==> src/hdl/video_pkg.sv <==
package video_pkg;

    // Raster positions
    typedef logic [8:0] hcount_t;
    typedef logic [8:0] vcount_t;

    localparam int H_TOTAL      = 512;
    localparam int H_VIS_START  = 64;
    localparam int H_VIS_END    = 448;
    localparam int H_SYNC_START = 464;
    localparam int H_SYNC_END   = 496;

    localparam int V_TOTAL      = 262;
    localparam int V_VIS_START  = 16;
    localparam int V_VIS_END    = 240;
    localparam int V_SYNC_START = 248;
    localparam int V_SYNC_END   = 251;

    // Layer pixel is palette nibble over colour nibble
    typedef logic [7:0] layer_pxl_t;

    localparam logic [3:0] TRANSPARENT_COLOR = 4'd15;

    // Layer identities, also the top bits of a palette index
    typedef logic [1:0] layer_id_t;

    localparam layer_id_t LAYER_OBJ  = 2'd0;
    localparam layer_id_t LAYER_SCR1 = 2'd1;
    localparam layer_id_t LAYER_SCR2 = 2'd2;
    localparam layer_id_t LAYER_SCR3 = 2'd3;

    localparam int NUM_LAYERS = 4;

    // Palette index is layer id followed by the layer pixel
    typedef logic [9:0] pal_idx_t;

    localparam int PAL_ENTRIES = 1024;

    // Palette word, RGB444 in bits 11:0
    typedef logic [15:0] pal_entry_t;

    typedef logic [7:0] channel_t;

    // Pixel-enable steps from layer inputs to RGB
    localparam int PIPE_DEPTH = 3;

endpackage
==> src/hdl/video_timing.sv <==
`timescale 1ns/1ps

module video_timing
    import video_pkg::*;
(
    input  logic    clk,
    input  logic    rst,
    input  logic    pxl_cen,
    output hcount_t hdump,
    output vcount_t vdump,
    output logic    HB,
    output logic    VB,
    output logic    HS,
    output logic    VS
);

    hcount_t h_next;
    vcount_t v_next;
    logic    line_end;
    logic    frame_end;
    logic    hb_next;
    logic    vb_next;
    logic    hs_next;
    logic    vs_next;

    // Next counter values
    always_comb begin
        line_end  = hdump == hcount_t'(H_TOTAL - 1);
        frame_end = vdump == vcount_t'(V_TOTAL - 1);
        h_next    = line_end ? '0 : hdump + 1'b1;
        if (line_end) begin
            v_next = frame_end ? '0 : vdump + 1'b1;
        end else begin
            v_next = vdump;
        end
    end

    // Decode from the next count so the flags land together with it
    always_comb begin
        hb_next = h_next < hcount_t'(H_VIS_START) || h_next >= hcount_t'(H_VIS_END);
        vb_next = v_next < vcount_t'(V_VIS_START) || v_next >= vcount_t'(V_VIS_END);
        hs_next = h_next >= hcount_t'(H_SYNC_START) && h_next < hcount_t'(H_SYNC_END);
        vs_next = v_next >= vcount_t'(V_SYNC_START) && v_next < vcount_t'(V_SYNC_END);
    end

    always_ff @(posedge clk or posedge rst) begin
        if (rst) begin
            hdump <= '0;
            vdump <= '0;
            HB    <= 1'b1;
            VB    <= 1'b1;
            HS    <= 1'b0;
            VS    <= 1'b0;
        end else if (pxl_cen) begin
            hdump <= h_next;
            vdump <= v_next;
            HB    <= hb_next;
            VB    <= vb_next;
            HS    <= hs_next;
            VS    <= vs_next;
        end
    end

endmodule

==> config.mk <==
export PLATFORM = sky130hd
export DESIGN_NAME = video_timing
export DESIGN_NICKNAME = d
export VERILOG_FILES = /design/src/hdl/video_pkg.sv /design/src/hdl/video_timing.sv
export SDC_FILE = /design/constraint.sdc
export NUM_CORES = 1
export LEC_CHECK = 0
export ABC_AREA = 1
export BUFFER_PORTS_ARGS = -buffer_cell sky130_fd_sc_hd__buf_4
export CELL_PAD_IN_SITES_DETAIL_PLACEMENT = 0
export CELL_PAD_IN_SITES_GLOBAL_PLACEMENT = 2
export CORE_ASPECT_RATIO = 0.75
export CORE_MARGIN = 5
export CORE_UTILIZATION = 35
export CTS_BUF_LIST = sky130_fd_sc_hd__clkbuf_2
export CTS_CLUSTER_SIZE = 20
export DETAILED_ROUTE_END_ITERATION = 7
export GPL_TIMING_DRIVEN = 0
export HOLD_SLACK_MARGIN = 0.03
export PLACE_DENSITY = 0.95
export SYNTH_ARGS = -nofsm -noshare
export SYNTH_HDL_FRONTEND = slang
export SYNTH_SLANG_ARGS = --single-unit
==> constraint.sdc <==
create_clock -name clk -period 4.6 [get_ports clk]
set_input_delay 0.92 -clock clk [delete_from_list [all_inputs] [get_ports clk]]
set_output_delay 0.92 -clock clk [all_outputs]
set_load 0.02 [all_outputs]
==> results.json <==
{
  "outcome": "finished, final reports clean",
  "fillers": 441,
  "cts.htree.levels": 1,
  "cts.root.buffer_cell": "sky130_fd_sc_hd__clkbuf_2",
  "fin_worst_skew_ps": 31.8,
  "synth.lib_cells_used.distinct": 28,
  "timing.max_cap.violations": 0,
  "wl_per_cell_um": 12.4,
  "synth_async_sr_flop_share_pct": 100,
  "grt_max_usage_layer": "met2",
  "synth_top_cells_by_area": "sky130_fd_sc_hd__dfrtp_1 (35%), sky130_fd_sc_hd__nand2_1 (14%), sky130_fd_sc_hd__nand3_1 (6.7%)",
  "drc_errors": 0,
  "post-route-min-period_ps": 2380,
  "holdBufCountCts": 0,
  "global_route_wire_length_before_repair_mm": 5.69,
  "synth_edf_count": 0,
  "layout.cells.most_common": "sky130_fd_sc_hd__nand2_1",
  "post-route-worst-setup-slack_ps": 2220,
  "cts-resized-gates": 0,
  "pre_cts_ws_ps": 2310,
  "cell_count_after_synthesis": 191,
  "avgViaCountPerCell": 4.66,
  "cell_leakage_power_nw": 0.865,
  "cts.sinks": 22,
  "later_pin_clock_latency_in_the_skew_report_ps": 350,
  "grt_max_degree": 23,
  "pwr_density_cell_nw_per_um2": 400,
  "syn_area_per_cell_um2": 7.39,
  "portBuffers": 24,
  "report.final.slew_viol_count": 0,
  "gr-usage-met1_pct": 19.3,
  "setup_violations": 0,
  "fin_worst_hold_slack_ps": 493,
  "diodes_inserted": 0,
  "cts_clock_pin_slew_for_the_worst_setup_and_hold_paths_ps": 240,
  "grt_pass1_vias": 1193,
  "fin_total_pwr_mw": 0.671,
  "detailroute.via_count": 1278,
  "max_clock_freq_ghz": 0.421,
  "synth.ff_latch_count": 22,
  "std_cell_rows": 20,
  "io-pin-count": 25,
  "post_cts_setup_buffers": 0,
  "global_route.usage.met2_pct": 19.7,
  "firstDrtPassIters": 4,
  "path_class": "reg2reg",
  "die_w_um": 83.3,
  "floorplan.core_area_um2": 3980,
  "layout.cells.most_common_list": "sky130_fd_sc_hd__nand2_1 (54), sky130_fd_sc_hd__buf_4 (24), sky130_fd_sc_hd__dfrtp_1 (20), sky130_fd_sc_hd__inv_1 (20), sky130_fd_sc_hd__nand3_1 (19)",
  "initialDrtViolationCount": 64,
  "ctsLongestPathBuffers": 2,
  "dp.final_hpwl_mm": 2.58,
  "area_overhead_vs_synth_pct": 19.0,
  "grt_use_met3_pct": 2.92,
  "design.die.area_um2": 5420,
  "synth_area_um2": 1410,
  "rsz0062_at_grt": "no",
  "floorplan.initialDensity_pct": 35.5,
  "globalplace.congestion": 0.789,
  "total_grt_overflow": 0,
  "synth-seq-area-share_pct": 39.2,
  "period_share_pct": 51.6,
  "cts_tree": "built",
  "post-synth-top-area-cell": "sky130_fd_sc_hd__dfrtp_1",
  "grt_util_all_layers_pct": 13.1,
  "finish.net_count": 227,
  "antenna_violating_nets_post_route": 0,
  "cp_max_fo": 8,
  "dp.cells": 270,
  "synthesis.yosys.warnings": 0,
  "hold_class": "reg2reg",
  "share_of_cells_above_drive_strength_1_pct": 23.3,
  "timing.critical_path.required_ps": 4880,
  "syn_nets": 198,
  "antenna_found_initial": 0,
  "synth_flop_cell": "sky130_fd_sc_hd__dfrtp_1",
  "critical_path.startpoint_type": "flip-flop",
  "final-instance-count-excl-fill": 274,
  "cts_made_buffers": 3,
  "worst_pin_slew_ps": 909,
  "arrival_ps": 2650,
  "synth_top_area_share_pct": 35.5,
  "finalSetupTns_ps": 0,
  "irDropWorstVdd_mv": 0.164,
  "headroom_to_the_max_slew_limit_pct": 39.3,
  "critical_path.endpoint_type": "flip-flop",
  "routed_wl_mm": 3.40,
  "die_h_um": 65.0,
  "hold_viol_final": 0
}
==> synthesized netlist by cell type, types with 3 or more instances <==
cell type and n:
sky130_fd_sc_hd__nor2_2 3, sky130_fd_sc_hd__nor2_1 17, sky130_fd_sc_hd__nand2_1 54, sky130_fd_sc_hd__o21ai_0 12, sky130_fd_sc_hd__o21ai_1 4, sky130_fd_sc_hd__dfrtp_1 20
sky130_fd_sc_hd__inv_1 20, sky130_fd_sc_hd__nand3_1 19, sky130_fd_sc_hd__xor2_1 3, sky130_fd_sc_hd__nand2_2 7, sky130_fd_sc_hd__nand4_1 3, sky130_fd_sc_hd__ha_1 4
==> area by class of cell <==
type	instances	area [µm²]	area share [%]
timing repair buffer	24	180	10.7
multi-input combinational	142	741	44.1
buffer	5	35.0	2.09
clock buffer	3	15.0	0.894
inverter	22	82.6	4.92
clock inverter	1	3.75	0.224
tap	55	68.8	4.10
sequential	22	553	32.9
==> routing by layer <==
layer | part of all wire, % | wire length, µm
met4 | 0.85 | 29
met5 | 0 | 0
met2 | 41 | 1410
met1 | 54 | 1840
met3 | 3.6 | 121
==> through the flow <==
stage,cell area (µm²),util (%)
floorplan,1410,-
global placement,1660,41.7
detailed placement,1660,41.7
CTS,1680,42.2
global route,1680,42.2
finish,1680,42.2
==> final timing paths <==
kind	slack (ps)	from	depth (start not counted)	endpoint
min reg2reg	490	HB	2	HB
max	2220	hdump[1]	14	VS
max in group asynchronous	3290	rst	2	hdump[5]
min in group asynchronous	730	rst	2	hdump[4]
min	490	HB	2	HB
max reg2reg	2220	hdump[1]	14	VS
==> flip-flops by register name, summed over array words and instances (netlist names) <==
signal / cells
vdump: 9
VS: 1
HS: 1
VB: 1
hdump: 9
HB: 1
==> critical path, stage by stage (launching register included) <==
cell                      delay, ps
sky130_fd_sc_hd__dfrtp_1        460
sky130_fd_sc_hd__ha_1           200
sky130_fd_sc_hd__nand2_1        110
sky130_fd_sc_hd__nor2_2         170
sky130_fd_sc_hd__nand3_1        110
sky130_fd_sc_hd__nor2_1         100
sky130_fd_sc_hd__ha_1           170
sky130_fd_sc_hd__buf_6          160
sky130_fd_sc_hd__nand2_4         80
sky130_fd_sc_hd__nor2_8         140
sky130_fd_sc_hd__xor2_1         200
sky130_fd_sc_hd__nand4_1        110
sky130_fd_sc_hd__nor2_1         140
sky130_fd_sc_hd__nand3_1        100
sky130_fd_sc_hd__nand2_1         70
==> report_power, final <==
| part | internal [mW] | switching [mW] | leakage, nW | total [mW] |
|---|---|---|---|---|
| registers | 0.242 | 0.0592 | 0.278 | 0.301 |
| clock network | 0.0189 | 0.0627 | 0.0140 | 0.0815 |
| logic | 0.117 | 0.171 | 0.573 | 0.288 |
==> cell families (layout without fill, tap and decap cells) <==
family                     Yosys count  after routing  share of synthesized area, %
and+or+nand+nor                    112            112                          38.0
buffers and inverters               27             55                          8.33
AOI/OAI and AO/OA                   23             23                          9.04
DFF                                 22             22                          39.2
adders and majority gates            4              4                          3.55
xor gates and xnor gates             3              3                          1.86
(Power assumes the default switching activity.)
