$ cat config.mk
export PLATFORM = sky130hd
export DESIGN_NAME = ppu_mmr
export DESIGN_NICKNAME = d
export VERILOG_FILES = /design/src/hdl/ppu_regs_pkg.sv /design/src/hdl/video_pkg.sv /design/src/hdl/ppu_mmr.sv
export SDC_FILE = /design/constraint.sdc
export NUM_CORES = 1
export LEC_CHECK = 0
export BUFFER_PORTS_ARGS = -buffer_cell sky130_fd_sc_hd__buf_2
export CORE_ASPECT_RATIO = 0.9
export CORE_MARGIN = 1.5
export CORE_UTILIZATION = 52
export DETAILED_ROUTE_END_ITERATION = 6
export PLACE_DENSITY = 0.8
export SETUP_SLACK_MARGIN = 0.4
export SLEW_MARGIN = 20
export SYNTH_ARGS = -nofsm -noshare
export SYNTH_HDL_FRONTEND = slang
export SYNTH_SLANG_ARGS = --single-unit
$ cat constraint.sdc
create_clock -name clk -period 2.5 [get_ports clk]
set_input_delay 0.5 -clock clk [delete_from_list [all_inputs] [get_ports clk]]
set_output_delay 0.5 -clock clk [all_outputs]
set_load 0.02 [all_outputs]
$ cat src/hdl/ppu_regs_pkg.sv
package ppu_regs_pkg;

    // CPU bus word and register word address
    typedef logic [15:0] cpu_word_t;
    typedef logic [4:0]  reg_addr_t;

    // Register map
    localparam reg_addr_t REG_RASTER     = 5'd14;
    localparam reg_addr_t REG_LAYER_CTRL = 5'd19;
    localparam reg_addr_t REG_BACKDROP   = 5'd20;

    // Field positions
    localparam int LAYER_EN_LSB  = 8;
    localparam int RASTER_EN_BIT = 15;

    localparam cpu_word_t UNMAPPED_READ = 16'hffff;

    // Byte lane merge, dsn[1] selects the upper byte, active low
    function automatic cpu_word_t lane_merge(
        input cpu_word_t  old_word,
        input cpu_word_t  new_word,
        input logic [1:0] dsn
    );
        cpu_word_t merged;
        merged = old_word;
        if (!dsn[1]) begin
            merged[15:8] = new_word[15:8];
        end
        if (!dsn[0]) begin
            merged[7:0] = new_word[7:0];
        end
        return merged;
    endfunction

endpackage

$ cat src/hdl/video_pkg.sv
package video_pkg;

    // Raster positions
    typedef logic [8:0] hcount_t;
    typedef logic [8:0] vcount_t;

    localparam int H_TOTAL      = 512;
    localparam int H_VIS_START  = 64;
    localparam int H_VIS_END    = 448;
    localparam int H_SYNC_START = 464;
    localparam int H_SYNC_END   = 496;

    localparam int V_TOTAL      = 262;
    localparam int V_VIS_START  = 16;
    localparam int V_VIS_END    = 240;
    localparam int V_SYNC_START = 248;
    localparam int V_SYNC_END   = 251;

    // Layer pixel is palette nibble over colour nibble
    typedef logic [7:0] layer_pxl_t;

    localparam logic [3:0] TRANSPARENT_COLOR = 4'd15;

    // Layer identities, also the top bits of a palette index
    typedef logic [1:0] layer_id_t;

    localparam layer_id_t LAYER_OBJ  = 2'd0;
    localparam layer_id_t LAYER_SCR1 = 2'd1;
    localparam layer_id_t LAYER_SCR2 = 2'd2;
    localparam layer_id_t LAYER_SCR3 = 2'd3;

    localparam int NUM_LAYERS = 4;

    // Palette index is layer id followed by the layer pixel
    typedef logic [9:0] pal_idx_t;

    localparam int PAL_ENTRIES = 1024;

    // Palette word, RGB444 in bits 11:0
    typedef logic [15:0] pal_entry_t;

    typedef logic [7:0] channel_t;

    // Pixel-enable steps from layer inputs to RGB
    localparam int PIPE_DEPTH = 3;

endpackage
$ cat src/hdl/ppu_mmr.sv
`timescale 1ns/1ps

module ppu_mmr
    import video_pkg::*;
    import ppu_regs_pkg::*;
(
    input  logic       clk,
    input  logic       rst,
    input  logic       pxl_cen,
    input  logic       ppu_cs,
    input  logic       cpu_we,
    input  reg_addr_t  addr,
    input  logic [1:0] dsn,
    input  cpu_word_t  cpu_dout,
    input  vcount_t    vdump,
    output cpu_word_t  mmr_dout,
    output cpu_word_t  layer_ctrl,
    output pal_idx_t   backdrop,
    output logic       raster
);

    cpu_word_t raster_reg;
    cpu_word_t backdrop_reg;
    logic      wr_en;
    logic      raster_hit;

    assign wr_en = ppu_cs & cpu_we;

    // CPU writes, any clk cycle
    always_ff @(posedge clk or posedge rst) begin
        if (rst) begin
            layer_ctrl   <= '0;
            raster_reg   <= '0;
            backdrop_reg <= '0;
        end else if (wr_en) begin
            case (addr)
                REG_LAYER_CTRL: begin
                    layer_ctrl <= lane_merge(layer_ctrl, cpu_dout, dsn);
                end
                REG_RASTER: begin
                    raster_reg <= lane_merge(raster_reg, cpu_dout, dsn);
                end
                REG_BACKDROP: begin
                    backdrop_reg <= lane_merge(backdrop_reg, cpu_dout, dsn);
                end
                default: begin
                end
            endcase
        end
    end

    // Read back the full word as written
    always_comb begin
        case (addr)
            REG_LAYER_CTRL: mmr_dout = layer_ctrl;
            REG_RASTER:     mmr_dout = raster_reg;
            REG_BACKDROP:   mmr_dout = backdrop_reg;
            default:        mmr_dout = UNMAPPED_READ;
        endcase
    end

    // Only the index bits reach the mixer
    assign backdrop = pal_idx_t'(backdrop_reg);

    // Line match against the low bits of the raster register
    assign raster_hit = raster_reg[RASTER_EN_BIT] && vdump == vcount_t'(raster_reg);

    always_ff @(posedge clk or posedge rst) begin
        if (rst) begin
            raster <= 1'b0;
        end else if (pxl_cen) begin
            raster <= raster_hit;
        end
    end

endmodule

==> results.py <==
metrics = {
    "grt": {
        "antenna_found_initial": 0,
        "grt_usage_pct": 26.0,
        "grt_max_degree": 35,
        "grt_pass1_vias": 2227,
        "grt_pass1_wl_um": 11400,
        "grt_overflow_total": 0,
    },
    "synthesis": {
        "yosys_warnings": 0,
        "synth_compound_area_share_pct": 7.48,
        "synth_fa_ha_area_share_pct": 0,
        "ys_seq_area_share_pct": 43.1,
        "synth_simple_gate_area_share_pct": 19.6,
        "synthMuxAreaShare_pct": 21.1,
        "syn-num-nets": 275,
        "ys_types": 25,
        "syn_inst": 238,
        "synth-xor-area-share_pct": 2.77,
        "synth_top_family_by_area": "multiplexers",
        "syn_avg_cell_area_um2": 11.9,
        "ys_seq_elements": 49,
        "synth_area_um2": 2840,
    },
    "place": {
        "routabilityCongestion": 0.868,
        "dpl_cell_area_um2": 3310,
        "portBuffers": 79,
        "dp.final_hpwl_um": 4930,
    },
    "sta": {
        "fmax_ghz": 0.457,
        "drv_slew": 0,
        "min_period_over_period_pct": 87.6,
        "setup_violations": 0,
        "skew_ns": 0.00836,
        "worst_pin_slew_ns": 0.520,
        "relSlewSlack_pct": 65.3,
        "min_period_ns": 2.19,
        "fin_setup_tns_ns": 0,
        "rsz0062_at_grt": "true",
        "hold_viol": 0,
    },
    "cells_and_area": {
        "n_antenna_cell": 0,
        "final_area_um2": 3580,
        "utilization_pct": 68.2,
        "area_growth_pct": 26.0,
        "largest_reg_flops": 17,
        "num-nets-final": 356,
        "drive_gt1_share_pct": 52.7,
    },
    "setup_path": {
        "crit_path_cell_trace": "buf_8 > or3b_4 > a21oi_4 > buf_6 > o211ai_1 > buf_4",
        "path_max_fanout": 7,
        "critPathArrivalTime_ns": 1.69,
        "reg2reg_depth": 3,
        "cp_top_family": "buffers and inverters",
        "endpoint_kind": "output pin",
        "cp_slowest_cell": "or3b_4",
        "r2r-end": "raster",
        "cp-start-kind": "input pin",
        "rrSetupSlack_ns": 1.41,
        "critPathKind": "in -> out",
        "slowest_delay_ns": 0.41,
        "crit_cells": 6,
        "reg2reg_from": "raster_reg[1]",
        "worst_ep_required_time_ns": 2.00,
        "cp.buffers_inverters": 3,
    },
    "worst_hold_path": {
        "min_path_type": "in -> async",
    },
    "power_and_ir_drop": {
        "ir_drop_v": 0.000393,
        "cellLeakagePower_nw": 1.76,
        "powerDensity_nw_per_um2": 493,
    },
    "floorplanning": {
        "die_w_um": 80.9,
        "die_h_um": 73.1,
        "io_pins": 80,
        "initial_core_util_pct": 54.1,
        "die_area_um2": 5920,
        "rows": 25,
        "core_area_um2": 5260,
    },
    "route": {
        "first_pass_iters": 5,
        "drcViolationCount": 0,
        "drt-total-wl_um": 7450,
        "vias": 2358,
        "drt_iter0_markers": 189,
        "viasPerCell": 6.11,
        "wl_per_cell_um": 19.3,
        "ant_nets": 0,
    },
    "status": {
        "status": "complete, no violations",
    },
    "clock_network": {
        "clk_path_buf_depth": 2,
        "clock_sinks": 49,
        "numCtsBuffers": 5,
        "cts_tree": "built",
        "h-tree-depth": 2,
        "worstSkewPairLatency_ns": 0.30,
        "clkTransAtPathRegs_ns": 0.09,
        "root_buffer": "clkbuf_8",
        "cts_hold_buf": 0,
    },
    "job": {
        "maxCapViolations": 0,
    },
}
-- synthesized netlist by cell type (all sizes together) --
cell type,count,area [um^2]
and2,1,6.26
nor4bb,16,160
clkbuf,15,56.3
a21oi,1,5.00
o21ai,16,80.1
nand4,2,12.5
nand3b,3,22.5
buf,15,104
nor2b,1,6.26
xnor2,9,78.8
mux2,48,601
nand3,17,85.1
nand2b,2,12.5
o211ai,16,120
nor3,4,52.6
and4bb,1,12.5
or3b,3,26.3
inv,2,7.51
and4b,16,160
dfrtp,49,1230
o31ai,1,7.51
-- area by class of cell --
class | count | area (um^2)
Clock buffer | 7 | 86.3
Inverter | 2 | 7.51
Timing Repair Buffer | 104 | 692
Multi-Input combinational cell | 157 | 1490
Fill cell | 381 | 1670
Sequential cell | 49 | 1230
Tap cell | 67 | 83.8
-- worst reg2reg max path: cells and delay by family (launching register included) --
kind | cells | cell delay [ns]
compound gates | 1 | 0.24
xor+xnor | 1 | 0.19
simple gates | 1 | 0.16
flops | 1 | 0.42
-- timing repair --
item | CTS | global route
pin swaps | 9 | 5
setup endpoints to repair | 16 | 16
buffers inserted | 4 | 1
cloned | 2 | 0
gates resized for setup | 18 | 15
-- power breakdown --
group	switching [mW]	internal, mW	leakage [nW]
sequential	0.0487	0.856	0.667
combinational	0.193	0.187	1.05
clock	0.261	0.220	0.0443
total	0.503	1.26	1.76
-- cell families (layout without fill, tap and decap cells) --
group	Yosys count	after routing
AND/OR/NAND/NOR	66	66
flip-flops	49	49
multiplexers	48	48
AO/OA/AOI/OAI	34	34
buffers and inverters	32	113
XOR/XNOR	9	9
-- how the worst max path moves through the flow --
stage / start / to / slack [ns]
2_1_floorplan: addr[0] / mmr_dout[0] / 0.37
3_5_place_dp: addr[0] / mmr_dout[7] / 0.12
4_1_cts: addr[0] / mmr_dout[7] / 0.31
6_report: addr[1] / mmr_dout[1] / 0.31
5_1_grt: addr[0] / mmr_dout[7] / 0.26
3_3_place_gp: addr[0] / mmr_dout[1] / 0.13
-- routing by layer --
metal | up-vias | share of wire [%] | GRT usage, %
met5 | - | 0 | 0
met1 | 1164 | 45 | 37.4
li1 | 1055 | - | -
met3 | 12 | 7.7 | 6.25
met2 | 127 | 46 | 38.4
met4 | 0 | 1.2 | 8.62
-- cells in the final DEF (no fill, tap or decap), drive strengths merged --
| cell | synthesis | routed |
|---|---|---|
| nand2b | 2 | 2 |
| clkbuf | 15 | 7 |
| nand3b | 3 | 3 |
| xnor2 | 9 | 9 |
| o21ai | 16 | 16 |
| mux2 | 48 | 48 |
| nand3 | 17 | 17 |
| and4bb | 1 | 1 |
| nor2b | 1 | 1 |
| inv | 2 | 2 |
| bufbuf | 0 | 1 |
| nor3 | 4 | 4 |
| a21oi | 1 | 1 |
| nor4bb | 16 | 16 |
| dfrtp | 49 | 49 |
| o31ai | 1 | 1 |
| and4b | 16 | 16 |
| and2 | 1 | 1 |
| nand4 | 2 | 2 |
| buf | 15 | 103 |
| o211ai | 16 | 16 |
| or3b | 3 | 3 |
-- metrics by stage --
step | setup slack (ns) | hold slack (ns) | power [mW] | cells
global route | 0.260 | 0.260 | 1.83 | 386
CTS | 0.305 | 0.234 | 1.76 | 385
floorplan | 0.374 | 0.473 | 1.15 | 238
finish | 0.311 | 0.229 | 1.77 | 386
global placement | 0.132 | 0.467 | 1.25 | 372
detailed placement | 0.117 | 0.474 | 1.26 | 372
(Power assumes the default switching activity.)
