File: config.mk
export PLATFORM = sky130hd
export DESIGN_NAME = layer_mixer
export DESIGN_NICKNAME = d
export VERILOG_FILES = /design/src/hdl/ppu_regs_pkg.sv /design/src/hdl/video_pkg.sv /design/src/hdl/layer_mixer.sv
export SDC_FILE = /design/constraint.sdc
export NUM_CORES = 1
export LEC_CHECK = 0
export ABC_AREA = 1
export BUFFER_PORTS_ARGS = -buffer_cell sky130_fd_sc_hd__buf_2
export CAP_MARGIN = 25
export CELL_PAD_IN_SITES_DETAIL_PLACEMENT = 1
export CELL_PAD_IN_SITES_GLOBAL_PLACEMENT = 1
export CORE_ASPECT_RATIO = 0.75
export CORE_UTILIZATION = 36
export DETAILED_ROUTE_END_ITERATION = 12
export MAX_ROUTING_LAYER = met4
export PLACE_DENSITY_LB_ADDON = 0.05
export SLEW_MARGIN = 5
export SYNTH_ARGS = -nofsm -noshare
export SYNTH_HDL_FRONTEND = slang
export SYNTH_SLANG_ARGS = --single-unit
File: constraint.sdc
create_clock -name clk -period 1 [get_ports clk]
set_input_delay 0.05 -clock clk [delete_from_list [all_inputs] [get_ports clk]]
set_output_delay 0.05 -clock clk [all_outputs]
set_load 0.03 [all_outputs]
File: src/hdl/ppu_regs_pkg.sv
package ppu_regs_pkg;

    // CPU bus word and register word address
    typedef logic [15:0] cpu_word_t;
    typedef logic [4:0]  reg_addr_t;

    // Register map
    localparam reg_addr_t REG_RASTER     = 5'd14;
    localparam reg_addr_t REG_LAYER_CTRL = 5'd19;
    localparam reg_addr_t REG_BACKDROP   = 5'd20;

    // Field positions
    localparam int LAYER_EN_LSB  = 8;
    localparam int RASTER_EN_BIT = 15;

    localparam cpu_word_t UNMAPPED_READ = 16'hffff;

    // Byte lane merge, dsn[1] selects the upper byte, active low
    function automatic cpu_word_t lane_merge(
        input cpu_word_t  old_word,
        input cpu_word_t  new_word,
        input logic [1:0] dsn
    );
        cpu_word_t merged;
        merged = old_word;
        if (!dsn[1]) begin
            merged[15:8] = new_word[15:8];
        end
        if (!dsn[0]) begin
            merged[7:0] = new_word[7:0];
        end
        return merged;
    endfunction

endpackage

File: src/hdl/video_pkg.sv
package video_pkg;

    // Raster positions
    typedef logic [8:0] hcount_t;
    typedef logic [8:0] vcount_t;

    localparam int H_TOTAL      = 512;
    localparam int H_VIS_START  = 64;
    localparam int H_VIS_END    = 448;
    localparam int H_SYNC_START = 464;
    localparam int H_SYNC_END   = 496;

    localparam int V_TOTAL      = 262;
    localparam int V_VIS_START  = 16;
    localparam int V_VIS_END    = 240;
    localparam int V_SYNC_START = 248;
    localparam int V_SYNC_END   = 251;

    // Layer pixel is palette nibble over colour nibble
    typedef logic [7:0] layer_pxl_t;

    localparam logic [3:0] TRANSPARENT_COLOR = 4'd15;

    // Layer identities, also the top bits of a palette index
    typedef logic [1:0] layer_id_t;

    localparam layer_id_t LAYER_OBJ  = 2'd0;
    localparam layer_id_t LAYER_SCR1 = 2'd1;
    localparam layer_id_t LAYER_SCR2 = 2'd2;
    localparam layer_id_t LAYER_SCR3 = 2'd3;

    localparam int NUM_LAYERS = 4;

    // Palette index is layer id followed by the layer pixel
    typedef logic [9:0] pal_idx_t;

    localparam int PAL_ENTRIES = 1024;

    // Palette word, RGB444 in bits 11:0
    typedef logic [15:0] pal_entry_t;

    typedef logic [7:0] channel_t;

    // Pixel-enable steps from layer inputs to RGB
    localparam int PIPE_DEPTH = 3;

endpackage
File: src/hdl/layer_mixer.sv
`timescale 1ns/1ps

module layer_mixer
    import video_pkg::*;
    import ppu_regs_pkg::*;
(
    input  logic       clk,
    input  logic       rst,
    input  logic       pxl_cen,
    input  cpu_word_t  layer_ctrl,
    input  pal_idx_t   backdrop,
    input  layer_pxl_t obj_pxl,
    input  layer_pxl_t scr1_pxl,
    input  layer_pxl_t scr2_pxl,
    input  layer_pxl_t scr3_pxl,
    output pal_idx_t   mix_idx
);

    layer_pxl_t by_id   [NUM_LAYERS];
    layer_id_t  fld_id  [NUM_LAYERS];
    layer_pxl_t fld_pxl [NUM_LAYERS];
    logic       fld_vis [NUM_LAYERS];
    pal_idx_t   mix_next;

    // Layer pixels indexed by layer identity
    always_comb begin
        by_id[LAYER_OBJ]  = obj_pxl;
        by_id[LAYER_SCR1] = scr1_pxl;
        by_id[LAYER_SCR2] = scr2_pxl;
        by_id[LAYER_SCR3] = scr3_pxl;
    end

    // Resolve each priority field to a pixel and a visibility flag
    always_comb begin
        for (int f = 0; f < NUM_LAYERS; f++) begin
            fld_id[f]  = layer_ctrl[2*f +: 2];
            fld_pxl[f] = by_id[fld_id[f]];
            fld_vis[f] = layer_ctrl[LAYER_EN_LSB + fld_id[f]] &&
                         fld_pxl[f][3:0] != TRANSPARENT_COLOR;
        end
    end

    // Bottom to top, so a higher field overrides what is below it
    always_comb begin
        mix_next = backdrop;
        for (int f = 0; f < NUM_LAYERS; f++) begin
            if (fld_vis[f]) begin
                mix_next = {fld_id[f], fld_pxl[f]};
            end
        end
    end

    // One pixel step
    always_ff @(posedge clk or posedge rst) begin
        if (rst) begin
            mix_idx <= '0;
        end else if (pxl_cen) begin
            mix_idx <= mix_next;
        end
    end

endmodule

==> results of run 1 <==
-- per-stage QoR --
step	worst slack [ns]	std cells	TNS [ns]	utilization, %
after CTS	-0.145	621	-1.19	58.7
after detailed placement	-0.656	595	-5.91	50.2
after global routing	-0.544	634	-4.21	67.4
after global placement	-0.604	595	-5.50	50.2
after floorplan	-0.174	419	-1.64	-
final	-0.379	634	-3.35	67.4
-- timing repair --
item / CTS / global route
gates resized for setup: 89 / 119
endpoints found under the hold margin: 10 / 0
hold buffers: 1 / 0
gates cloned: 3 / 1
endpoints found under the setup margin: 10 / 10
buffers inserted: 19 / 12
pin swaps: 36 / 42
-- cell families (layout without fill, tap and decap cells) --
family / after synthesis / in the layout / synth area share, %
and+or+nand+nor: 227 / 228 / 45.3
AOI/OAI and AO/OA: 110 / 110 / 25.6
buffers and inverters: 72 / 208 / 17.7
DFF: 10 / 10 / 11.4
-- cell usage after synthesis --
cell,instances
o21ai_1,11
a21oi_2,1
dfrtp_1,10
clkinv_1,1
nand4_1,4
inv_1,43
nand3_1,44
clkbuf_1,1
o21ai_0,49
nor2_2,2
nand2_2,8
buf_6,12
inv_4,1
buf_2,5
a21oi_1,46
o21ai_2,2
buf_4,4
a31oi_1,1
nand2_1,149
nor2_1,11
inv_2,3
clkinv_2,1
inv_6,1
nand3_2,9
-- worst paths after layout --
path | to | depth (start not counted) | startpoint | slack (ns)
setup / recovery | mix_idx[7]$_DFFE_PP0P_ | 16 | layer_ctrl[4] | -0.38
hold / removal | mix_idx[9]$_DFFE_PP0P_ | 5 | pxl_cen | 0.21
setup reg to reg | mix_idx[6]$_DFFE_PP0P_ | 2 | mix_idx[6]$_DFFE_PP0P_ | 0.12
hold reg to reg | mix_idx[2]$_DFFE_PP0P_ | 2 | mix_idx[2]$_DFFE_PP0P_ | 0.50
max in group asynchronous | mix_idx[3]$_DFFE_PP0P_ | 3 | rst | 0.37
min in group asynchronous | mix_idx[9]$_DFFE_PP0P_ | 3 | rst | 0.36
-- critical path, cell delays in order --
cell and delay (ns):
buf_12 0.13, inv_12 0.08, nand2_1 0.09, nand3_2 0.08, nand2_2 0.11, nor2_4 0.12
nand2_2 0.08, nand2_4 0.10, buf_8 0.15, nand2_4 0.05, inv_2 0.05, nand2_1 0.07
nand2_1 0.11, nand2_1 0.08, nand2_1 0.07, nand2_1 0.06
-- power by group --
| part | total (mW) | internal [mW] | switching, mW | leakage [nW] |
|---|---|---|---|---|
| sequential | 0.537 | 0.478 | 0.0590 | 0.120 |
| clock | 0.435 | 0.265 | 0.170 | 0.0216 |
| combinational | 2.72 | 1.00 | 1.72 | 1.93 |
| total | 3.69 | 1.75 | 1.95 | 2.07 |
-- cell type report --
cell class | instances | area (um^2) | area share (%)
clock buffer | 3 | 41.3 | 1.05
timing repair inverter | 2 | 25.0 | 0.634
inverter | 50 | 244 | 6.18
tap | 78 | 97.6 | 2.47
timing repair buffer | 153 | 1210 | 30.7
sequential | 10 | 250 | 6.34
multi-input combinational | 338 | 2080 | 52.6
-- per-layer routing --
layer | vias to the layer above | part of all wire, %
li1 | 1648 | -
met1 | 1914 | 33
met2 | 455 | 44
met3 | 200 | 12
met4 | 0 | 11
met5 | - | 0
==> flow_summary.ini, run 1 <==
[synth]
yosysUniqueCellTypes = 24
syn-num-nets = 480
synthTopCellsByArea = nand2_1, dfrtp_1, o21ai_0
synth_top_area_share_pct = 25.4
synth.cell_area_um2 = 2200
synth_area_per_cell_um2 = 5.26
yosys_warnings = 0
seq_area_frac_synth_pct = 11.4
yosys_register_bits = 10
synth_cells = 419
yosys.area.top_type = nand2_1

[route]
drt-initial-drc-count = 531
via_per_inst = 6.65
detail_route.wl_per_cell_um = 27.2
wl_mm = 17.3
ant_nets = 0
num_vias = 4217
drc = 0
drtPass1Iterations = 6

[cells_and_area]
design_area_um2 = 3950
nFillCells = 765
regMostFlops = mix_idx
largest_register_ffs = 10
drive_gt1_share_pct = 55.0
top_regs = mix_idx x10
nNetsFinal = 619
mostFrequentLayoutCells = nand2_1, buf_4, buf_2, nand2_2, nand3_2
diodes = 0
area_growth_pct = 79.1
final_common_cell = nand2_1

[timing]
hold_violations = 0
timing.fmax_ghz = 0.725
rsz0062_at_grt = true
worst_slew_pin_slew_ns = 0.596
setup_viol_count_final = 11
fin_crit_sh_pct = 138
fin_crit_ns = 1.38
holdWs_ns = 0.213
clock_skew_ns = 0
drv_slew = 0
max-slew-margin-rel_pct = 59.8
setup_slack_ns = -0.379

[cts]
cts_tree = done
htreeDepth = 1
ctsRootBufferMaster = clkbuf_8
clkTransAtPathRegs_ns = 0.05
cts_buffers = 3
ctsLongestPathBuffers = 2
clock_latency_ns = 0.24
clock_sinks = 10

[floorplanning]
die_x_um = 92.3
design.core.area_um2 = 5860
die-area_um2 = 6440
boundaryPins = 71
initial_core_util_pct = 37.6
rows = 24
die_h_um = 69.7

[worst_setup_path]
critPathKind = primary input to flip-flop
worstSetupEndpointType = flip-flop
cp.arrival_ns = 1.51
cp_max_fo = 10
cp-start-kind = primary input
required_ns = 1.13

[place]
place_area_um2 = 2940
globalplace.congestion = 0.993
place_hpwl_mm = 8.02
numPortBuffers = 66

[power_and_ir_drop]
power_mw = 3.69
power_density_nw_per_um2 = 936
peakVddDrop_v = 0.000382
p_leak_nw = 2.07

[grt]
grt_max_degree = 15
grt-ovfl-total = 0
busiest_layer = met2
grt_use_met1_pct = 47.6
grt_pass1_vias = 3721
met3_usage_pct = 7.79
antenna_found_initial = 0
grt_first_pass_wirelength_mm = 19.2
grt_usage_pct = 39.5
use_met2_pct = 65.4

[flow_run]
maxCapViolCount = 0

[status]
status = finished, violations left
violations = negative setup slack

[worst_hold_path]
hold_path.class = primary input to flip-flop
Power figures use the tool's default switching activity.
==> run 2: changes to the inputs <==
--- a/config.mk
+++ b/config.mk
@@ -11,7 +11,8 @@
 export CELL_PAD_IN_SITES_DETAIL_PLACEMENT = 1
 export CELL_PAD_IN_SITES_GLOBAL_PLACEMENT = 1
 export CORE_ASPECT_RATIO = 0.75
-export CORE_UTILIZATION = 36
+export CORE_UTILIZATION = 37
+export CTS_BUF_LIST = sky130_fd_sc_hd__clkbuf_4
 export DETAILED_ROUTE_END_ITERATION = 12
 export MAX_ROUTING_LAYER = met4
 export PLACE_DENSITY_LB_ADDON = 0.05
==> flow_summary.ini, run 2 <==
[cts]
cts_buffers = 3
htreeDepth = 1
clock_sinks = 10
ctsRootBufferMaster = clkbuf_4
ctsLongestPathBuffers = 2

[timing]
worst_endpoint_kind = register input
grt-worst-endpoint = mix_idx[5]$_DFFE_PP0P_/D

[synth]
synth-async-reset-ratio_pct = 100
yosys.area.top_type = nand2_1
synth.cell_area_um2 = 2200
synth_top_area_share_pct = 25.4
yosysUniqueCellTypes = 24
syn-num-nets = 480
synthFlopType = dfrtp_1
yosys_register_bits = 10
synthTopCellsByArea = nand2_1, dfrtp_1, o21ai_0
yosys_warnings = 0
synth_edf_count = 0
synth_area_per_cell_um2 = 5.26
synth_common_cells = nand2_1, o21ai_0, a21oi_1
synth_cells = 419
seq_area_frac_synth_pct = 11.4
yosysMostFrequentCell = nand2_1

[grt]
grt_max_degree = 16
antenna_found_initial = 0

[status]
error = [ERROR DPL-0033] detailed placement checks failed during check placement.
stop_stage = global routing (5_1_grt)
status = did not finish

[floorplanning]
boundaryPins = 71
initial_core_util_pct = 39.9
rows = 23
die_x_um = 91.1
die_h_um = 68.8

[place]
dp.cells = 591
globalplace.congestion = 0.933
place_area_um2 = 2940
place_hpwl_mm = 8.12
numPortBuffers = 66
-- run 2: what timing repair did --
action,4_1_cts
cloned,5
hold buffers,1
pin swaps,34
setup buffers,18
hold endpoints to repair,10
setup endpoints to repair,10
gates resized for setup,102
-- run 2: logic make-up after synthesis --
logic type	Yosys count	share of synthesized area, %
AND/OR/NAND/NOR	227	45.3
AO/OA/AOI/OAI	110	25.6
buffers and inverters	72	17.7
flip-flops	10	11.4
-- run 2: through the flow --
| step | util [%] | setup TNS, ns | setup slack, ns |
|---|---|---|---|
| CTS | 62.8 | -0.830 | -0.100 |
| detailed placement | 53.2 | -5.54 | -0.580 |
| global placement | 53.2 | -5.13 | -0.541 |
| floorplan | - | -1.64 | -0.174 |
==> run 3: changes to the inputs <==
==> config.mk (replaced) <==
export PLATFORM = sky130hd
export DESIGN_NAME = layer_mixer
export DESIGN_NICKNAME = d
export VERILOG_FILES = /design/src/hdl/ppu_regs_pkg.sv /design/src/hdl/video_pkg.sv /design/src/hdl/layer_mixer.sv
export SDC_FILE = /design/constraint.sdc
export NUM_CORES = 1
export LEC_CHECK = 0
export ABC_AREA = 1
export BUFFER_PORTS_ARGS = -buffer_cell sky130_fd_sc_hd__buf_2
export CAP_MARGIN = 25
export CORE_UTILIZATION = 40
export DETAILED_ROUTE_END_ITERATION = 12
export PLACE_DENSITY_LB_ADDON = 0.15
export SLEW_MARGIN = 5
export SYNTH_ARGS = -nofsm -noshare
export SYNTH_HDL_FRONTEND = slang
export SYNTH_SLANG_ARGS = --single-unit
==> flow_summary.ini, run 3 (synthesis results as in run 1) <==
[status]
status = finished, violations left
violations = negative setup slack

[cells_and_area]
regMostFlops = mix_idx
largest_register_ffs = 10
nNetsFinal = 597
top_regs = mix_idx x10
mostFrequentLayoutCells = nand2_1, buf_2, buf_4, a21oi_1
final_common_cell = nand2_1
area_growth_pct = 52.9
diodes = 0
drive_gt1_share_pct = 40.0
post-route-util_pct = 64.7

[worst_setup_path]
cp-start-kind = primary input
r2r_slack_ns = 0.38
cp.arrival_ns = 1.37
required_ns = 1.13
worstSetupEndpointType = flip-flop
critPathKind = primary input to flip-flop
cp_max_fo = 6

[route]
wl_mm = 8.66
ant_nets = 0
num_vias = 3232
drt-initial-drc-count = 186
via_per_inst = 5.34
drtPass1Iterations = 5
detail_route.wl_per_cell_um = 14.3
drc = 0

[floorplanning]
die_h_um = 76.2
die-area_um2 = 5810
rows = 26
design.core.area_um2 = 5200
initial_core_util_pct = 42.3
boundaryPins = 71
die_x_um = 76.2

[grt]
grt_first_pass_wirelength_mm = 14.4
grt_usage_pct = 30.4
antenna_found_initial = 0
grt_max_degree = 16
grt_pass1_vias = 3049
grt-ovfl-total = 0

[timing]
setup_slack_ns = -0.238
max-slew-margin-rel_pct = 73.4
rsz0062_at_grt = true
setup_viol_count_final = 10
fin_setup_tns_ns = -1.82
timing.fmax_ghz = 0.808
fin_crit_sh_pct = 124
drv_slew = 0
clock_skew_ns = 0
fin_crit_ns = 1.24
hold_violations = 0
holdWs_ns = 0.226
worst_slew_pin_slew_ns = 0.399

[worst_hold_path]
hold_path.class = primary input to flip-flop

[place]
numPortBuffers = 66
globalplace.congestion = 0.952
place_hpwl_mm = 6.56
dp_slack_ns = -0.664

[power_and_ir_drop]
power_density_nw_per_um2 = 888
p_leak_nw = 1.86
power_mw = 2.99
peakVddDrop_v = 0.000780

[cts]
cts_tree = done
clkTransAtPathRegs_ns = 0.05
clock_sinks = 10
cts_buffers = 3
htreeDepth = 1
ctsRootBufferMaster = clkbuf_8
ctsLongestPathBuffers = 2
clock_latency_ns = 0.24

[flow_run]
maxCapViolCount = 0
## run 3: path summary, 6_finish.rpt
check                                    endpoint  cells past startpoint                   start
max in group asynchronous  mix_idx[0]$_DFFE_PP0P_                      3                     rst
setup / recovery           mix_idx[7]$_DFFE_PP0P_                     14           layer_ctrl[1]
min in group asynchronous  mix_idx[9]$_DFFE_PP0P_                      3                     rst
setup reg to reg           mix_idx[2]$_DFFE_PP0P_                      2  mix_idx[2]$_DFFE_PP0P_
hold reg to reg            mix_idx[1]$_DFFE_PP0P_                      2  mix_idx[1]$_DFFE_PP0P_
hold / removal             mix_idx[2]$_DFFE_PP0P_                      7             backdrop[2]
## run 3: report_power, final
part	internal [mW]	leakage [nW]	switching (mW)
Sequential	0.478	0.120	0.0338
Combinational	0.798	1.71	1.16
Clock	0.347	0.0288	0.175
Total	1.62	1.86	1.37
## run 3: through the flow
stage               instances  cell area [um^2]
floorplan                 419              2310
global placement          592              2990
detailed placement        592              2990
CTS                       599              3140
global route              605              3370
finish                    605              3370
## run 3: timing repair
| action | in CTS | in global routing |
|---|---|---|
| setup buffers | 0 | 3 |
| hold endpoints to repair | 10 | 0 |
| pin swaps | 3 | 22 |
| endpoints found under the setup margin | 10 | 10 |
| gates cloned | 2 | 3 |
| resized for setup | 23 | 49 |
| hold buffers | 1 | 0 |
## run 3: layer usage
layer | track usage, % | vias to the layer above | wire, um
li1 | - | 1604 | -
met1 | 37.3 | 1427 | 3530
met2 | 54.7 | 174 | 4150
met3 | 3.83 | 27 | 703
met4 | 9.81 | 0 | 269
met5 | 0 | - | 0
## run 3: critical path: stages
cell	delay, ns
buf_2	0.13
inv_2	0.16
nand3_1	0.18
nand2_2	0.12
nor2_4	0.04
nand2_4	0.12
clkbuf_16	0.17
nand3_2	0.06
nand3_2	0.07
nand2_1	0.04
nand2_1	0.07
nand2_1	0.05
nand2_1	0.05
nand2_1	0.05
## run 3: layout make-up
class / count / area [um^2]
Fill cell: 501 / 1840
Multi-Input combinational cell: 339 / 1790
Timing Repair Buffer: 130 / 952
Sequential cell: 10 / 250
Inverter: 50 / 220
Tap cell: 70 / 87.6
Clock buffer: 4 / 55.1
Timing Repair inverter: 2 / 16.3
==> run 4: changes to the inputs <==
--- a/config.mk
+++ b/config.mk
@@ -5,11 +5,10 @@
 export SDC_FILE = /design/constraint.sdc
 export NUM_CORES = 1
 export LEC_CHECK = 0
-export ABC_AREA = 1
 export BUFFER_PORTS_ARGS = -buffer_cell sky130_fd_sc_hd__buf_2
-export CAP_MARGIN = 25
-export CORE_UTILIZATION = 40
+export CORE_AREA = 2 2 63 65
 export DETAILED_ROUTE_END_ITERATION = 12
+export DIE_AREA = 0 0 65 67
 export PLACE_DENSITY_LB_ADDON = 0.15
 export SLEW_MARGIN = 5
 export SYNTH_ARGS = -nofsm -noshare
==> flow_summary.ini, run 4 <==
[cells_and_area]
top_regs = mix_idx x10
fin_cells = 314
diodes = 0
area_growth_pct = 38.1
nNetsFinal = 328
mostFrequentLayoutCells = buf_2, buf_4, mux4_2
largest_register_ffs = 10
final_common_cell = buf_2
drive_gt1_share_pct = 59.8
regMostFlops = mix_idx

[worst_hold_path]
hold_path_startpoint = backdrop[1]
hold_path.class = primary input to flip-flop

[timing]
setup_slack_ns = -0.497
fin_crit_sh_pct = 150
timing.fmax_ghz = 0.668
clock_skew_ns = 0
hold_violations = 0
rsz0062_at_grt = true
setup_viol_count_final = 10
drv_slew = 0
fin_crit_ns = 1.50
max-slew-margin-rel_pct = 74.8
worst_slew_pin_slew_ns = 0.378

[place]
place_hpwl_mm = 5.24
dp.cells = 302
globalplace.congestion = 0.951
dp_slack_ns = -0.998
numPortBuffers = 66

[grt]
grt-ovfl-total = 0
grt_max_degree = 17
grt_first_pass_wirelength_mm = 10.0
antenna_found_initial = 0
grt_usage_pct = 31.0
grt_pass1_vias = 2072

[flow_run]
maxCapViolCount = 0

[cts]
cts_buffers = 3
clkTransAtPathRegs_ns = 0.05
cts_tree = done
clock_latency_ns = 0.24
htreeDepth = 1
ctsRootBufferMaster = clkbuf_8
clock_sinks = 10
ctsLongestPathBuffers = 2

[floorplanning]
die-area_um2 = 4360
rows = 22
die_h_um = 67
design.core.area_um2 = 3610
boundaryPins = 71
initial_core_util_pct = 53.6
die_x_um = 65

[synth]
synth_edf_count = 0
synth-async-reset-ratio_pct = 100
yosys.area.top_type = mux4_2
seq_area_frac_synth_pct = 12.9
syn-num-nets = 230
yosysMostFrequentCell = mux4_2
yosysUniqueCellTypes = 39
synthFlopType = dfrtp_1
synth.cell_area_um2 = 1930
synth_cells = 169
synthTopCellsByArea = mux4_2, dfrtp_1, mux4_4
yosys_warnings = 0
synth_top_area_share_pct = 26.8
synth_area_per_cell_um2 = 11.4
synth_common_cells = mux4_2, o21ai_0, dfrtp_1, nand3_1
yosys_register_bits = 10

[route]
wl_mm = 6.59
drt-initial-drc-count = 231
detail_route.wl_per_cell_um = 21.0
ant_nets = 0
drtPass1Iterations = 5
via_per_inst = 6.78
num_vias = 2128
drc = 0

[worst_setup_path]
worstReg2RegStart = mix_idx[3]$_DFFE_PP0P_
cp_max_fo = 5
cp-start-kind = primary input
required_ns = 1.16
setup.worst_path.start = layer_ctrl[2]
cp.arrival_ns = 1.66
worstSetupEndpointType = flip-flop
critPathKind = primary input to flip-flop

[power_and_ir_drop]
power_density_nw_per_um2 = 1010
p_leak_nw = 1.15
peakVddDrop_v = 0.000417

[status]
status = finished, violations left
violations = negative setup slack
-- run 4: changes by cell type after synthesis, sizes merged, moves of 8 or more --
cell and delta:
a21oi -45, nand2 -149, inv -43, buf -13, clkbuf +8, nand3 -43, o21ai -50, nor2 -11
o22ai +8, mux4 +35
-- run 4: routing by layer --
layer | wire [um] | track usage, %
met2 | 3270 | 54.5
met3 | 742 | 3.72
met5 | 0 | 0
met1 | 2330 | 38.1
met4 | 252 | 14.1
-- run 4: layout make-up --
| class | instances | area [um^2] |
|---|---|---|
| multi-input cells | 139 | 1560 |
| fillers | 280 | 937 |
| repair buffers | 108 | 729 |
| flip-flops and latches | 10 | 250 |
| well taps | 48 | 60.1 |
| clock buffers | 4 | 55.1 |
| inverters | 5 | 18.8 |
-- run 4: path summary, 6_finish.rpt --
check                                    endpoint  slack, ns  cells after the start
setup / recovery           mix_idx[8]$_DFFE_PP0P_      -0.50                      6
hold / removal             mix_idx[1]$_DFFE_PP0P_       0.21                      4
setup reg to reg           mix_idx[3]$_DFFE_PP0P_       0.19                      3
hold reg to reg            mix_idx[0]$_DFFE_PP0P_       0.57                      2
max in group asynchronous  mix_idx[4]$_DFFE_PP0P_       0.39                      3
min in group asynchronous  mix_idx[0]$_DFFE_PP0P_       0.34                      3
-- run 4: cell families after synthesis --
group / Yosys count / share of synthesized area (%)
simple gates: 50 / 15.5
compound gates: 45 / 16.0
mux: 42 / 46.4
buf+inv: 22 / 9.13
flops: 10 / 12.9
-- run 4: critical path: stages --
cell and delay, ns:
buf_12 0.09, mux4_2 0.52, and4_4 0.23, or2_4 0.26, a311o_1 0.35, a31oi_1 0.16
-- run 4: power breakdown --
group          switching (mW)  internal [mW]
clock                   0.173          0.347
combinational           0.836          0.811
sequential             0.0409          0.488
-- run 4: timing repair --
action | in CTS | in global routing
setup endpoints to repair | 10 | 10
endpoints found under the hold margin | 10 | 0
hold buffers | 1 | 0
pin swaps | 6 | 10
setup buffers | 1 | 3
resized for setup | 13 | 9
cloned | 1 | 2
-- run 4: per-stage QoR --
step	power [mW]	setup TNS [ns]	area (um^2)	hold slack, ns	util, %
after floorplan	1.54	-6.33	1950	-0.110	-
after global placement	1.98	-8.48	2470	0.0312	68.6
after detailed placement	2.04	-9.36	2470	0.0352	68.6
after CTS	2.61	-4.52	2600	0.213	72.1
after global routing	2.82	-4.75	2670	0.238	74.0
final	2.70	-4.45	2670	0.207	74.0
